===== src/rtl/ising_pkg.sv =====
// shared sizes, host address map and weight encoding
// plus the spin pair to memory entry mapping

package ising_pkg;

    // ------------------------------------------------------------------------
    // sizes
    // ------------------------------------------------------------------------
    localparam int n_spins     = 8;
    localparam int num_pairs   = n_spins * (n_spins - 1) / 2;   // 28 entries
    localparam int spin_w      = $clog2(n_spins);
    localparam int num_weights = 5;                             // odd, one-hot
    localparam int field_w     = 6;
    localparam int pair_w      = 5;

    // middle bit set means coupling 0
    localparam logic [num_weights-1:0] weight_zero = num_weights'(1) << (num_weights / 2);

    localparam logic [15:0] lfsr_seed = 16'hace1;

    // ------------------------------------------------------------------------
    // host address map, 4 byte stride
    // ------------------------------------------------------------------------
    localparam logic [31:0] start_addr       = 32'h0000_0500;
    localparam logic [31:0] ctr_cutoff_addr  = 32'h0000_0600;
    localparam logic [31:0] ctr_max_addr     = 32'h0000_0700;
    localparam logic [31:0] phase_addr_base  = 32'h0000_0800;
    localparam logic [31:0] weight_addr_base = 32'h0000_1000;

    // entry of pair (a, b), a != b, order does not matter
    // rows of the upper triangle are packed one after another
    function automatic logic [pair_w-1:0] pair_index(input int a, input int b);
        int lo;
        int hi;
        lo = (a < b) ? a : b;
        hi = (a < b) ? b : a;
        return pair_w'(lo * (2 * n_spins - lo - 1) / 2 + (hi - lo - 1));
    endfunction

endpackage


===== src/rtl/weight_ram.sv =====
// single port coupling weight memory, one cycle read latency

`timescale 1ns/1ps

module weight_ram (
    input  logic                              clk,
    input  logic                              axi_rstn,
    input  logic                              mem_en,
    input  logic                              mem_we,
    input  logic [ising_pkg::pair_w-1:0]      mem_addr,
    input  logic [ising_pkg::num_weights-1:0] mem_wdata,
    output logic [ising_pkg::num_weights-1:0] rd_data
);
    import ising_pkg::*;

    logic [num_weights-1:0] mem [num_pairs];

    always_ff @(posedge clk) begin
        if (!axi_rstn) begin
            for (int p = 0; p < num_pairs; p++)
                mem[p] <= weight_zero;              // all couplings 0
            rd_data <= weight_zero;
        end else if (mem_en) begin
            if (mem_we)
                mem[mem_addr] <= mem_wdata;
            else
                rd_data <= mem[mem_addr];
        end
    end

endmodule


===== src/rtl/weight_arbiter.sv =====
// weight memory port arbiter, host writes win over engine reads

`timescale 1ns/1ps

module weight_arbiter (
    input  logic                              clk,
    input  logic                              axi_rstn,
    input  logic                              host_we,
    input  logic [ising_pkg::pair_w-1:0]      host_addr,
    input  logic [ising_pkg::num_weights-1:0] host_wdata,
    input  logic                              eng_req,
    input  logic [ising_pkg::pair_w-1:0]      eng_addr,
    output logic                              eng_gnt,
    output logic                              mem_en,
    output logic                              mem_we,
    output logic [ising_pkg::pair_w-1:0]      mem_addr,
    output logic [ising_pkg::num_weights-1:0] mem_wdata
);

    logic eng_win;

    assign eng_win   = eng_req && !host_we;
    assign mem_en    = host_we || eng_req;
    assign mem_we    = host_we;
    assign mem_addr  = host_we ? host_addr : eng_addr;
    assign mem_wdata = host_wdata;

    // lines up with the memory read latency
    always_ff @(posedge clk) begin
        if (!axi_rstn)
            eng_gnt <= 1'b0;
        else
            eng_gnt <= eng_win;
    end

endmodule


===== src/rtl/spin_engine.sv =====
// sequential spin update engine
// local field accumulation, random or greedy update, sweep counting

`timescale 1ns/1ps

module spin_engine (
    input  logic                              clk,
    input  logic                              rstn,
    input  logic [31:0]                       counter_cutoff,
    input  logic [31:0]                       counter_max,
    input  logic                              eng_gnt,    // rd_data valid this cycle
    input  logic [ising_pkg::num_weights-1:0] rd_data,
    output logic                              eng_req,
    output logic [ising_pkg::pair_w-1:0]      eng_addr,
    output logic [ising_pkg::n_spins-1:0]     phase,
    output logic                              done
);
    import ising_pkg::*;

    logic [spin_w-1:0]         spin_idx;    // spin being updated
    logic [spin_w-1:0]         nb_idx;      // neighbour slot of the data in flight
    logic [spin_w-1:0]         nb_req;
    logic [spin_w-1:0]         data_spin;
    logic                      busy;
    logic                      upd_cyc;
    logic                      last_nb;
    logic                      last_spin;
    logic [31:0]               sweep_cnt;
    logic [31:0]               sweep_nxt;
    logic signed [field_w-1:0] field;
    logic signed [field_w-1:0] weight_c;
    logic signed [field_w-1:0] term;
    logic [15:0]               lfsr;
    logic                      lfsr_fb;

    // slot k skips the spin itself
    function automatic int neighbour(input int spin, input int slot);
        return (slot < spin) ? slot : slot + 1;
    endfunction

    // one-hot bit k gives coupling k - num_weights/2
    function automatic logic signed [field_w-1:0] coupling(input logic [num_weights-1:0] w);
        logic signed [field_w-1:0] c;
        c = '0;
        for (int k = 0; k < num_weights; k++) begin
            if (w[k])
                c = field_w'(k - num_weights / 2);
        end
        return c;
    endfunction

    // ------------------------------------------------------------------------
    // weight requests
    // ------------------------------------------------------------------------
    assign last_nb   = (nb_idx == spin_w'(n_spins - 2));
    assign last_spin = (spin_idx == spin_w'(n_spins - 1));

    // a returned read moves the request on to the next slot at once
    assign nb_req   = eng_gnt ? nb_idx + 1'b1 : nb_idx;
    assign eng_addr = pair_index(int'(spin_idx), neighbour(int'(spin_idx), int'(nb_req)));
    assign eng_req  = busy && !upd_cyc && !(eng_gnt && last_nb);

    // ------------------------------------------------------------------------
    // field and update
    // ------------------------------------------------------------------------
    assign data_spin = spin_w'(neighbour(int'(spin_idx), int'(nb_idx)));
    assign weight_c  = coupling(rd_data);
    assign term      = phase[data_spin] ? weight_c : -weight_c;
    assign sweep_nxt = sweep_cnt + 32'd1;
    assign lfsr_fb   = lfsr[15] ^ lfsr[13] ^ lfsr[12] ^ lfsr[10];

    always_ff @(posedge clk) begin
        if (!rstn) begin
            spin_idx  <= '0;
            nb_idx    <= '0;
            busy      <= 1'b0;
            upd_cyc   <= 1'b0;
            done      <= 1'b0;
            sweep_cnt <= '0;
            field     <= '0;
            phase     <= '0;
            lfsr      <= lfsr_seed;
        end else if (!done) begin
            if (!busy) begin
                // one idle cycle so no stale grant is seen
                if (sweep_cnt >= counter_max)
                    done <= 1'b1;
                else
                    busy <= 1'b1;
            end else if (!upd_cyc) begin
                if (eng_gnt) begin
                    field <= field + term;
                    if (last_nb)
                        upd_cyc <= 1'b1;
                    else
                        nb_idx <= nb_idx + 1'b1;
                end
            end else begin
                if (sweep_cnt < counter_cutoff)
                    phase[spin_idx] <= lfsr[0];     // annealing phase
                else if (field > 0)
                    phase[spin_idx] <= 1'b1;
                else if (field < 0)
                    phase[spin_idx] <= 1'b0;        // zero field keeps the spin
                lfsr     <= {lfsr[14:0], lfsr_fb};
                field    <= '0;
                nb_idx   <= '0;
                upd_cyc  <= 1'b0;
                spin_idx <= spin_idx + 1'b1;
                if (last_spin) begin
                    sweep_cnt <= sweep_nxt;
                    if (sweep_nxt >= counter_max) begin
                        busy <= 1'b0;
                        done <= 1'b1;
                    end
                end
            end
        end
    end

endmodule


===== src/rtl/top_ising.sv =====
// Ising core
// spin engine and host writes sharing one weight memory

`timescale 1ns/1ps

module top_ising (
    input  logic                              clk,
    input  logic                              axi_rstn,   // memory and arbiter
    input  logic                              rstn,       // engine only
    input  logic [31:0]                       counter_cutoff,
    input  logic [31:0]                       counter_max,
    input  logic                              host_we,
    input  logic [ising_pkg::pair_w-1:0]      host_addr,
    input  logic [ising_pkg::num_weights-1:0] host_wdata,
    output logic [ising_pkg::n_spins-1:0]     phase,
    output logic                              done
);
    import ising_pkg::*;

    logic                   eng_req;
    logic [pair_w-1:0]      eng_addr;
    logic                   eng_gnt;
    logic                   mem_en;
    logic                   mem_we;
    logic [pair_w-1:0]      mem_addr;
    logic [num_weights-1:0] mem_wdata;
    logic [num_weights-1:0] rd_data;

    spin_engine u_spin_engine (
        .clk            (clk),
        .rstn           (rstn),
        .counter_cutoff (counter_cutoff),
        .counter_max    (counter_max),
        .eng_gnt        (eng_gnt),
        .rd_data        (rd_data),
        .eng_req        (eng_req),
        .eng_addr       (eng_addr),
        .phase          (phase),
        .done           (done)
    );

    weight_arbiter u_weight_arbiter (
        .clk        (clk),
        .axi_rstn   (axi_rstn),
        .host_we    (host_we),
        .host_addr  (host_addr),
        .host_wdata (host_wdata),
        .eng_req    (eng_req),
        .eng_addr   (eng_addr),
        .eng_gnt    (eng_gnt),
        .mem_en     (mem_en),
        .mem_we     (mem_we),
        .mem_addr   (mem_addr),
        .mem_wdata  (mem_wdata)
    );

    weight_ram u_weight_ram (
        .clk       (clk),
        .axi_rstn  (axi_rstn),
        .mem_en    (mem_en),
        .mem_we    (mem_we),
        .mem_addr  (mem_addr),
        .mem_wdata (mem_wdata),
        .rd_data   (rd_data)
    );

endmodule


===== src/rtl/ising_axi.sv =====
// host register wrapper of the Ising accelerator
// control registers, write decode and the read response channel

`timescale 1ns/1ps

module ising_axi (
    input  logic        clk,
    input  logic        axi_rstn,

    // read port
    input  logic        arvalid_q,
    input  logic [31:0] araddr_q,
    input  logic        rready,
    output logic        rvalid,
    output logic        rresp,
    output logic [31:0] rdata,

    // write port, single cycle strobe
    input  logic        wready,
    input  logic [31:0] wr_addr,
    input  logic [31:0] wdata
);
    import ising_pkg::*;

    logic [31:0]            counter_cutoff;
    logic [31:0]            counter_max;
    logic                   start_bit;
    logic                   start_d;
    logic                   core_rstn;
    logic [n_spins-1:0]     phase;
    logic                   done;

    logic                   host_we;
    logic [pair_w-1:0]      host_addr;
    logic [num_weights-1:0] host_wdata;
    logic [31:0]            wr_off;

    logic [31:0]            rd_off;
    logic [31:0]            rd_word;
    logic                   rd_err;

    // ------------------------------------------------------------------------
    // write decode
    // ------------------------------------------------------------------------
    assign wr_off     = wr_addr - weight_addr_base;
    assign host_we    = wready && (wr_off < 32'(4 * num_pairs)) && (wr_off[1:0] == 2'b00);
    assign host_addr  = wr_off[2 +: pair_w];
    assign host_wdata = wdata[num_weights-1:0];

    always_ff @(posedge clk) begin
        if (!axi_rstn) begin
            counter_cutoff <= '0;
            counter_max    <= '0;
            start_bit      <= 1'b0;
            start_d        <= 1'b0;
        end else begin
            start_d <= start_bit;
            if (wready && wr_addr == start_addr)
                start_bit <= wdata[0];
            if (wready && wr_addr == ctr_cutoff_addr)
                counter_cutoff <= wdata;
            if (wready && wr_addr == ctr_max_addr)
                counter_max <= wdata;
        end
    end

    // core stays in reset one extra cycle after start rises
    assign core_rstn = start_bit && start_d;

    // ------------------------------------------------------------------------
    // read channel
    // ------------------------------------------------------------------------
    assign rd_off = araddr_q - phase_addr_base;

    always_comb begin
        rd_word = '0;
        rd_err  = 1'b0;
        if (araddr_q == start_addr)
            rd_word[0] = done;                      // status word
        else if (rd_off < 32'(4 * n_spins) && rd_off[1:0] == 2'b00)
            rd_word[0] = phase[rd_off[2 +: spin_w]];
        else
            rd_err = 1'b1;                          // unmapped
    end

    always_ff @(posedge clk) begin
        if (!axi_rstn) begin
            rvalid <= 1'b0;
            rresp  <= 1'b0;
            rdata  <= '0;
        end else if (rvalid && rready) begin
            rvalid <= 1'b0;
            rresp  <= 1'b0;
            rdata  <= '0;
        end else if (arvalid_q && !rvalid) begin  // held until rready
            rvalid <= 1'b1;
            rresp  <= rd_err;
            rdata  <= rd_word;
        end
    end

    top_ising u_top_ising (
        .clk            (clk),
        .axi_rstn       (axi_rstn),
        .rstn           (core_rstn),
        .counter_cutoff (counter_cutoff),
        .counter_max    (counter_max),
        .host_we        (host_we),
        .host_addr      (host_addr),
        .host_wdata     (host_wdata),
        .phase          (phase),
        .done           (done)
    );

endmodule


===== config.mk =====
export PLATFORM = sky130hd
export DESIGN_NAME = ising_axi
export DESIGN_NICKNAME = d
export VERILOG_FILES = /design/src/rtl/ising_pkg.sv /design/src/rtl/weight_ram.sv /design/src/rtl/weight_arbiter.sv /design/src/rtl/spin_engine.sv /design/src/rtl/top_ising.sv /design/src/rtl/ising_axi.sv
export SDC_FILE = /design/constraint.sdc
export NUM_CORES = 1
export LEC_CHECK = 0
export BUFFER_PORTS_ARGS = -buffer_cell sky130_fd_sc_hd__buf_4
export CAP_MARGIN = 5
export CORE_MARGIN = 2
export CORE_UTILIZATION = 55
export CTS_CLUSTER_SIZE = 25
export DETAILED_ROUTE_END_ITERATION = 7
export GPL_ROUTABILITY_DRIVEN = 1
export GPL_TIMING_DRIVEN = 0
export PLACE_DENSITY = 0.74
export RECOVER_POWER = 100
export SETUP_SLACK_MARGIN = 0.05
export SKIP_CTS_REPAIR_TIMING = 1
export SKIP_LAST_GASP = 1
export SYNTH_ARGS = -nofsm -noshare
export SYNTH_HDL_FRONTEND = slang
export SYNTH_SLANG_ARGS = --single-unit

===== constraint.sdc =====
create_clock -name clk -period 18.2 [get_ports clk]
set_input_delay 0.91 -clock clk [delete_from_list [all_inputs] [get_ports clk]]
set_output_delay 0.91 -clock clk [all_outputs]
set_load 0.05 [all_outputs]

After elaboration in Yosys (flattened, before gate mapping)
Memories as Yosys holds them, arrays and structs flattened. A register that Yosys moved wholly into a read port is not among the register bits. Index checks and enable logic that the tools add are counted.

Add/subtract/negate cells: 15. Multiply operators: 1. Order comparisons: 14. Equality and inequality tests: 7. Mux-type cells: 53. Bitwise operators: 10. Reduce and logical (&&, ||, !) cells: 33.

Operators by type and width (count): == test 32 x 11 -> 1 bit, second input constant (4); greater-or-equal comparator 32 bit (2); 2-to-1 mux 6 bit (8); adder 32 x 1 -> 32 bit, second input constant (1); less-than comparator 32 bit (1); less-than comparator 32 x 6 -> 1 bit, second input constant (1); less-than comparator 32 x 7 -> 1 bit, second input constant (1); subtractor 32 x 12 -> 32 bit, second input constant (1); subtractor 32 x 13 -> 32 bit, second input constant (1); 2-to-1 mux 1 bit (27); 2-to-1 mux 8 bit (3); 2-to-1 mux 3 bit (5); 2-to-1 mux 5 bit (3); logical AND 1 bit (14); less-than comparator 3 x 4 -> 1 bit, second input constant (3); multiplier 5 x 7 -> 12 bit (1); 2-to-1 mux 4 bit (3); AND reduction 4 bit (3); adder 3 x 1 -> 3 bit, second input constant (3); AND 8 bit (1); bitwise mux 8 bit (1); inverter 8 bit (1); OR 8 bit (1); subtractor 6 x 2 -> 7 bit, second input constant (1); 29 further kinds (43).

Register bits after elaboration: 141. RAM bits: 140. Bits of input ports: 101. Output and inout bits: 34. Logic and storage cells: 151. Memories kept: 1.

Memories: u_top_ising.u_weight_ram.mem (words 28, bits a word 5, read ports 1, clocked after memory_dff 1, wr ports 28, RTL line weight_ram.sv:16) `logic [num_weights-1:0] mem [num_pairs];`.

Depth between registers and ports, before layout
Depth after elaboration: 14. Depth in mapped cells: 38. Depth with buffers taken out: 37.

By module
From an unflattened synthesis, not the netlist that was laid out.

Cell total of the unflattened synthesis: 1892. Area total of the unflattened synthesis: 18704.2 µm².

Modules (own cells, without submodules): weight_ram (instances 1, cells each 560, area an instance 7843.8 µm², seq. area each 4904.7 µm²); spin_engine (instances 1, cells each 888, area an instance 7228.2 µm², seq. area each 1421.4 µm²); ising_axi (instances 1, cells each 429, area an instance 3464.6 µm², seq. area each 1381.3 µm²); weight_arbiter (instances 1, cells each 15, area an instance 167.7 µm², seq. area each 20.0 µm²).

Worst setup path before layout
No wires, ideal clock.

Kind: register to register. Start point: register u_top_ising.u_spin_engine.nb_idx[0]. End point: memory u_top_ising.u_weight_ram.mem[7][0], enable pin. Arrival time: 8.116 ns. Slack: 9.768 ns. Stages on the path, launching flop included: 35. Buffers on the path: 2. Clock period less this slack: 8.432 ns. Cells stage by stage: dfxtp_1 -> buf_2 -> inv_1 -> ha_1 -> a21oi_1 -> ha_1 -> or3b_4 -> o22ai_4 -> mux2i_1 -> ha_1 -> a21o_1 -> a21oi_1 -> nor2_2 -> and2_1 -> a21o_1 -> ha_1 -> xnor2_1 -> nor2_1 -> ha_1 -> ha_1 -> fa_1 -> fa_1 -> ha_1 -> ha_1 -> a21o_1 -> a21oi_1 -> xnor2_1 -> xnor2_1 -> xnor2_2 -> xnor2_1 -> mux2_4 -> o22ai_2 -> buf_2 -> nor2b_1 -> nand2b_1.

RTL lines: from (decl) (RTL line spin_engine.sv:21) `logic [spin_w-1:0] nb_idx;`; from (signal assigned) (RTL line spin_engine.sv:96) `nb_idx <= nb_idx + 1'b1;`; to (decl) (RTL line weight_ram.sv:16).

==> run summary <==
status: finished clean
maximum root-to-sink buffer count: 3
Synth area leader: edfxtp_1
slowest cell on the critical path: o22ai_1
largest cells by area after synthesis: edfxtp_1 26%, dfxtp_1 16%, ha_1 9.0%
routed len/inst: 18.0 µm
Clock transition at path regs: 0.06 ns
CTS Buf Count: 35
Layout Nets: 2,352
Total GRT Usage: 27.1%
grt ovf: 0
vias in the first global route: 14.4k
die width: 186 µm
most frequent CP cell: ha_1
Ant. Diodes: 0
CP required: 18.40 ns
io pins: 135
post-synth cell types: 80
Hold WC Path Type: reg2reg
Mapped Cells: 1,923
Placed Cells incl. Taps: 2,519
largest net degree at the start of global routing: 15
Final Skew: 0.0309 ns
initial antenna violation count: 0
Detail Placement HPWL: 34,700 µm
Setup-failing EPs final: 0
Startpoint Class: flip-flop
antenna viol nets, final: 0
Root Driver: clkbuf_16
worst-margin pin slew: 1.39 ns
RSZ-0062 raised after global routing: no
Pwr Density: 75.3 mW/mm²
area share of the largest cell type after synthesis: 26.3%
DRT Pass-1 Iters: 5
DRC viols: 0
Placer Congestion: 0.924
Setup TNS: 0 ns
arrival time worst endpoint: 11.05 ns
Mean Syn Cell Area: 9.50 µm²
layout cells sized above 1: 10.6%
Final Core Density: 63.7%
Max stage delay on crit path: 0.55 ns
violation count after the first detailed-route iteration: 1,131
Seq/Total Area, Yosys: 42.3%
Slew HR: 6.45%
total wire length: 46,500 µm
max-slew violations: 0
CTS tree: yes
Mapped Area: 0.0183 mm²
Peak VDD IR: 0.0674 mV
Tcrit/Tclk final: 59.6%
time the worst path needs with I/O delays and setup: 10.85 ns
first-pass GRT wire length: 73,400 µm
clk_lat worst skew: 0.54 ns
worst hold start: counter_cutoff[13]$_SDFFE_PN0P_
H-tree Lvls: 2
Seq cells post-synth: 306
Worst Path Max Fanout: 10
Max Fclk: 92.2 MHz
R2R Path Start: u_top_ising.u_spin_engine.nb_idx[0]$_SDFFE_PN0P_
Via density: 5.64
row count: 66
Port Buffers: 102
asr flop ratio synth: 0%
CP endpoint kind: flip-flop
worst r2r path cells: 36
P&R area growth vs syn: 13.8%
leakage: 8.79 nW
worst hold stages: 2
final hold vios: 0
flop2flop setup slack: 7.35 ns
warnings from Yosys: 0
Non-Filler Instances: 2,583
die height: 186 µm
critical path class: reg2reg
Initial Util: 56.0%
Core Footprint: 0.0326 mm²
worst r2r dst: u_top_ising.u_weight_ram.mem[15][4]$_SDFFCE_PN0P_
clock sinks: 306
DR vias: 14.6k
maxcap violations: 0
hold worst-path end: counter_cutoff[13]$_SDFFE_PN0P_
Post-synth EDFFs: 160
Die ar.: 0.0347 mm²
top_reg_cell synth: edfxtp_1
[worst max-delay path: cells and delay by family (launching register included)]
family	cells	cell delay [ns]
buffers and inverters	6	1.26
muxes	2	0.75
and+or+nand+nor	5	1.51
xor gates and xnor gates	7	1.19
adders and majority gates	9	3.09
AOI/OAI and AO/OA	7	2.38
DFF	1	0.33
[cells by family after synthesis]
group | synth area share (%)
simple gates | 19.7
compound gates | 13.6
flops | 42.3
buf+inv | 5.66
fa+ha+maj | 9.63
mux | 5.20
xor+xnor | 3.86
other cells | 0.0205
[area by class of cell]
| cell class | count | area (µm²) |
|---|---|---|
| flip-flops and latches | 306 | 7730 |
| fillers | 2745 | 11800 |
| well taps | 442 | 553 |
| repair buffers | 102 | 732 |
| plain buffers | 139 | 661 |
| clock inverters | 12 | 136 |
| multi-input cells | 1438 | 9610 |
| clock buffers | 52 | 1020 |
| inverters | 92 | 345 |
[where the power goes]
group	switching, mW	leakage, nW	internal (mW)
clock	0.288	0.564	0.420
sequential	0.00579	2.72	0.744
combinational	0.0678	5.51	0.0382
total	0.362	8.79	1.20
[synthesized netlist by cell type (13+ instances only)]
cell      count
nand2_1     272
edfxtp_1    160
dfxtp_1     146
ha_1        131
a21oi_1      96
and3_1       95
inv_1        92
nor2_1       91
clkbuf_1     78
mux2i_1      74
a21boi_0     66
a21o_1       57
xnor2_1      42
nand3_1      39
and2_1       38
o21ai_0      36
buf_4        35
nor2b_1      33
xor2_1       33
nand2b_1     30
nand4_1      24
a211oi_1     23
buf_2        21
or3_1        20
nor3_1       16
or2_2        15
nor4_1       13
[worst max path at each step]
stage	from	endpoint	slack, ns
after global placement	u_top_ising.u_spin_engine.nb_idx[0]$_SDFFE_PN0P_	u_top_ising.u_weight_ram.mem[7][0]$_SDFFCE_PN0P_	8.80
after global routing	u_top_ising.u_spin_engine.nb_idx[0]$_SDFFE_PN0P_	u_top_ising.u_weight_ram.mem[15][4]$_SDFFCE_PN0P_	6.50
after detailed placement	u_top_ising.u_spin_engine.nb_idx[0]$_SDFFE_PN0P_	u_top_ising.u_weight_ram.mem[7][3]$_SDFFCE_PN0P_	8.71
final	u_top_ising.u_spin_engine.nb_idx[0]$_SDFFE_PN0P_	u_top_ising.u_weight_ram.mem[15][4]$_SDFFCE_PN0P_	7.35
after floorplan	u_top_ising.u_spin_engine.nb_idx[0]$_SDFFE_PN0P_	u_top_ising.u_weight_ram.mem[7][0]$_SDFFCE_PN0P_	9.77
after CTS	u_top_ising.u_spin_engine.nb_idx[0]$_SDFFE_PN0P_	u_top_ising.u_weight_ram.mem[7][3]$_SDFFCE_PN0P_	8.66
[cells in the final DEF, fill, tap and decap left out, drive strengths merged, types with 30 or more instances in the layout]
master and n:
mux2i 75, a21boi 66, nand2 272, inv 94, and3 95, nand2b 30, nand3 39, nor2 93
and2 38, o21ai 38, edfxtp 160, a21oi 97, dfxtp 146, ha 131, xor2 34, buf 141
conb 53, xnor2 44, a21o 57, nor2b 33, clkbuf 152
[sequential cells by signal (all words and copies together), names as in the netlist, named ones only]
register,flops
counter_cutoff,32
counter_max,32
rdata,1
rresp,1
rvalid,1
start_bit,1
start_d,1
u_top_ising.u_spin_engine.busy,1
u_top_ising.u_spin_engine.done,1
u_top_ising.u_spin_engine.field,6
u_top_ising.u_spin_engine.lfsr,16
u_top_ising.u_spin_engine.nb_idx,3
u_top_ising.u_spin_engine.spin_idx,3
u_top_ising.u_spin_engine.sweep_cnt,32
u_top_ising.u_spin_engine.upd_cyc,1
u_top_ising.u_weight_arbiter.eng_gnt,1
u_top_ising.u_weight_ram.mem,160
u_top_ising.u_weight_ram.rd_data,5
[routing by layer]
| metal | global-route usage, % | share of wire (%) |
|---|---|---|
| met1 | 34.2 | 42 |
| met2 | 47.3 | 49 |
| met3 | 3.49 | 5.8 |
| met4 | 10.5 | 3.8 |
| met5 | 0 | 0 |
[stage by stage]
stage	total power, mW	instance area [µm²]	hold slack (ns)	setup WS, ns
2_1_floorplan	0.829	18500	0.432	9.77
3_3_place_gp	0.871	19800	0.440	8.80
5_1_grt	1.61	20800	0.473	6.50
4_1_cts	1.57	20900	0.461	8.66
6_report	1.57	20800	0.458	7.35
3_5_place_dp	0.874	19800	0.452	8.71
Note: power is estimated with default switching activity, not from simulation.
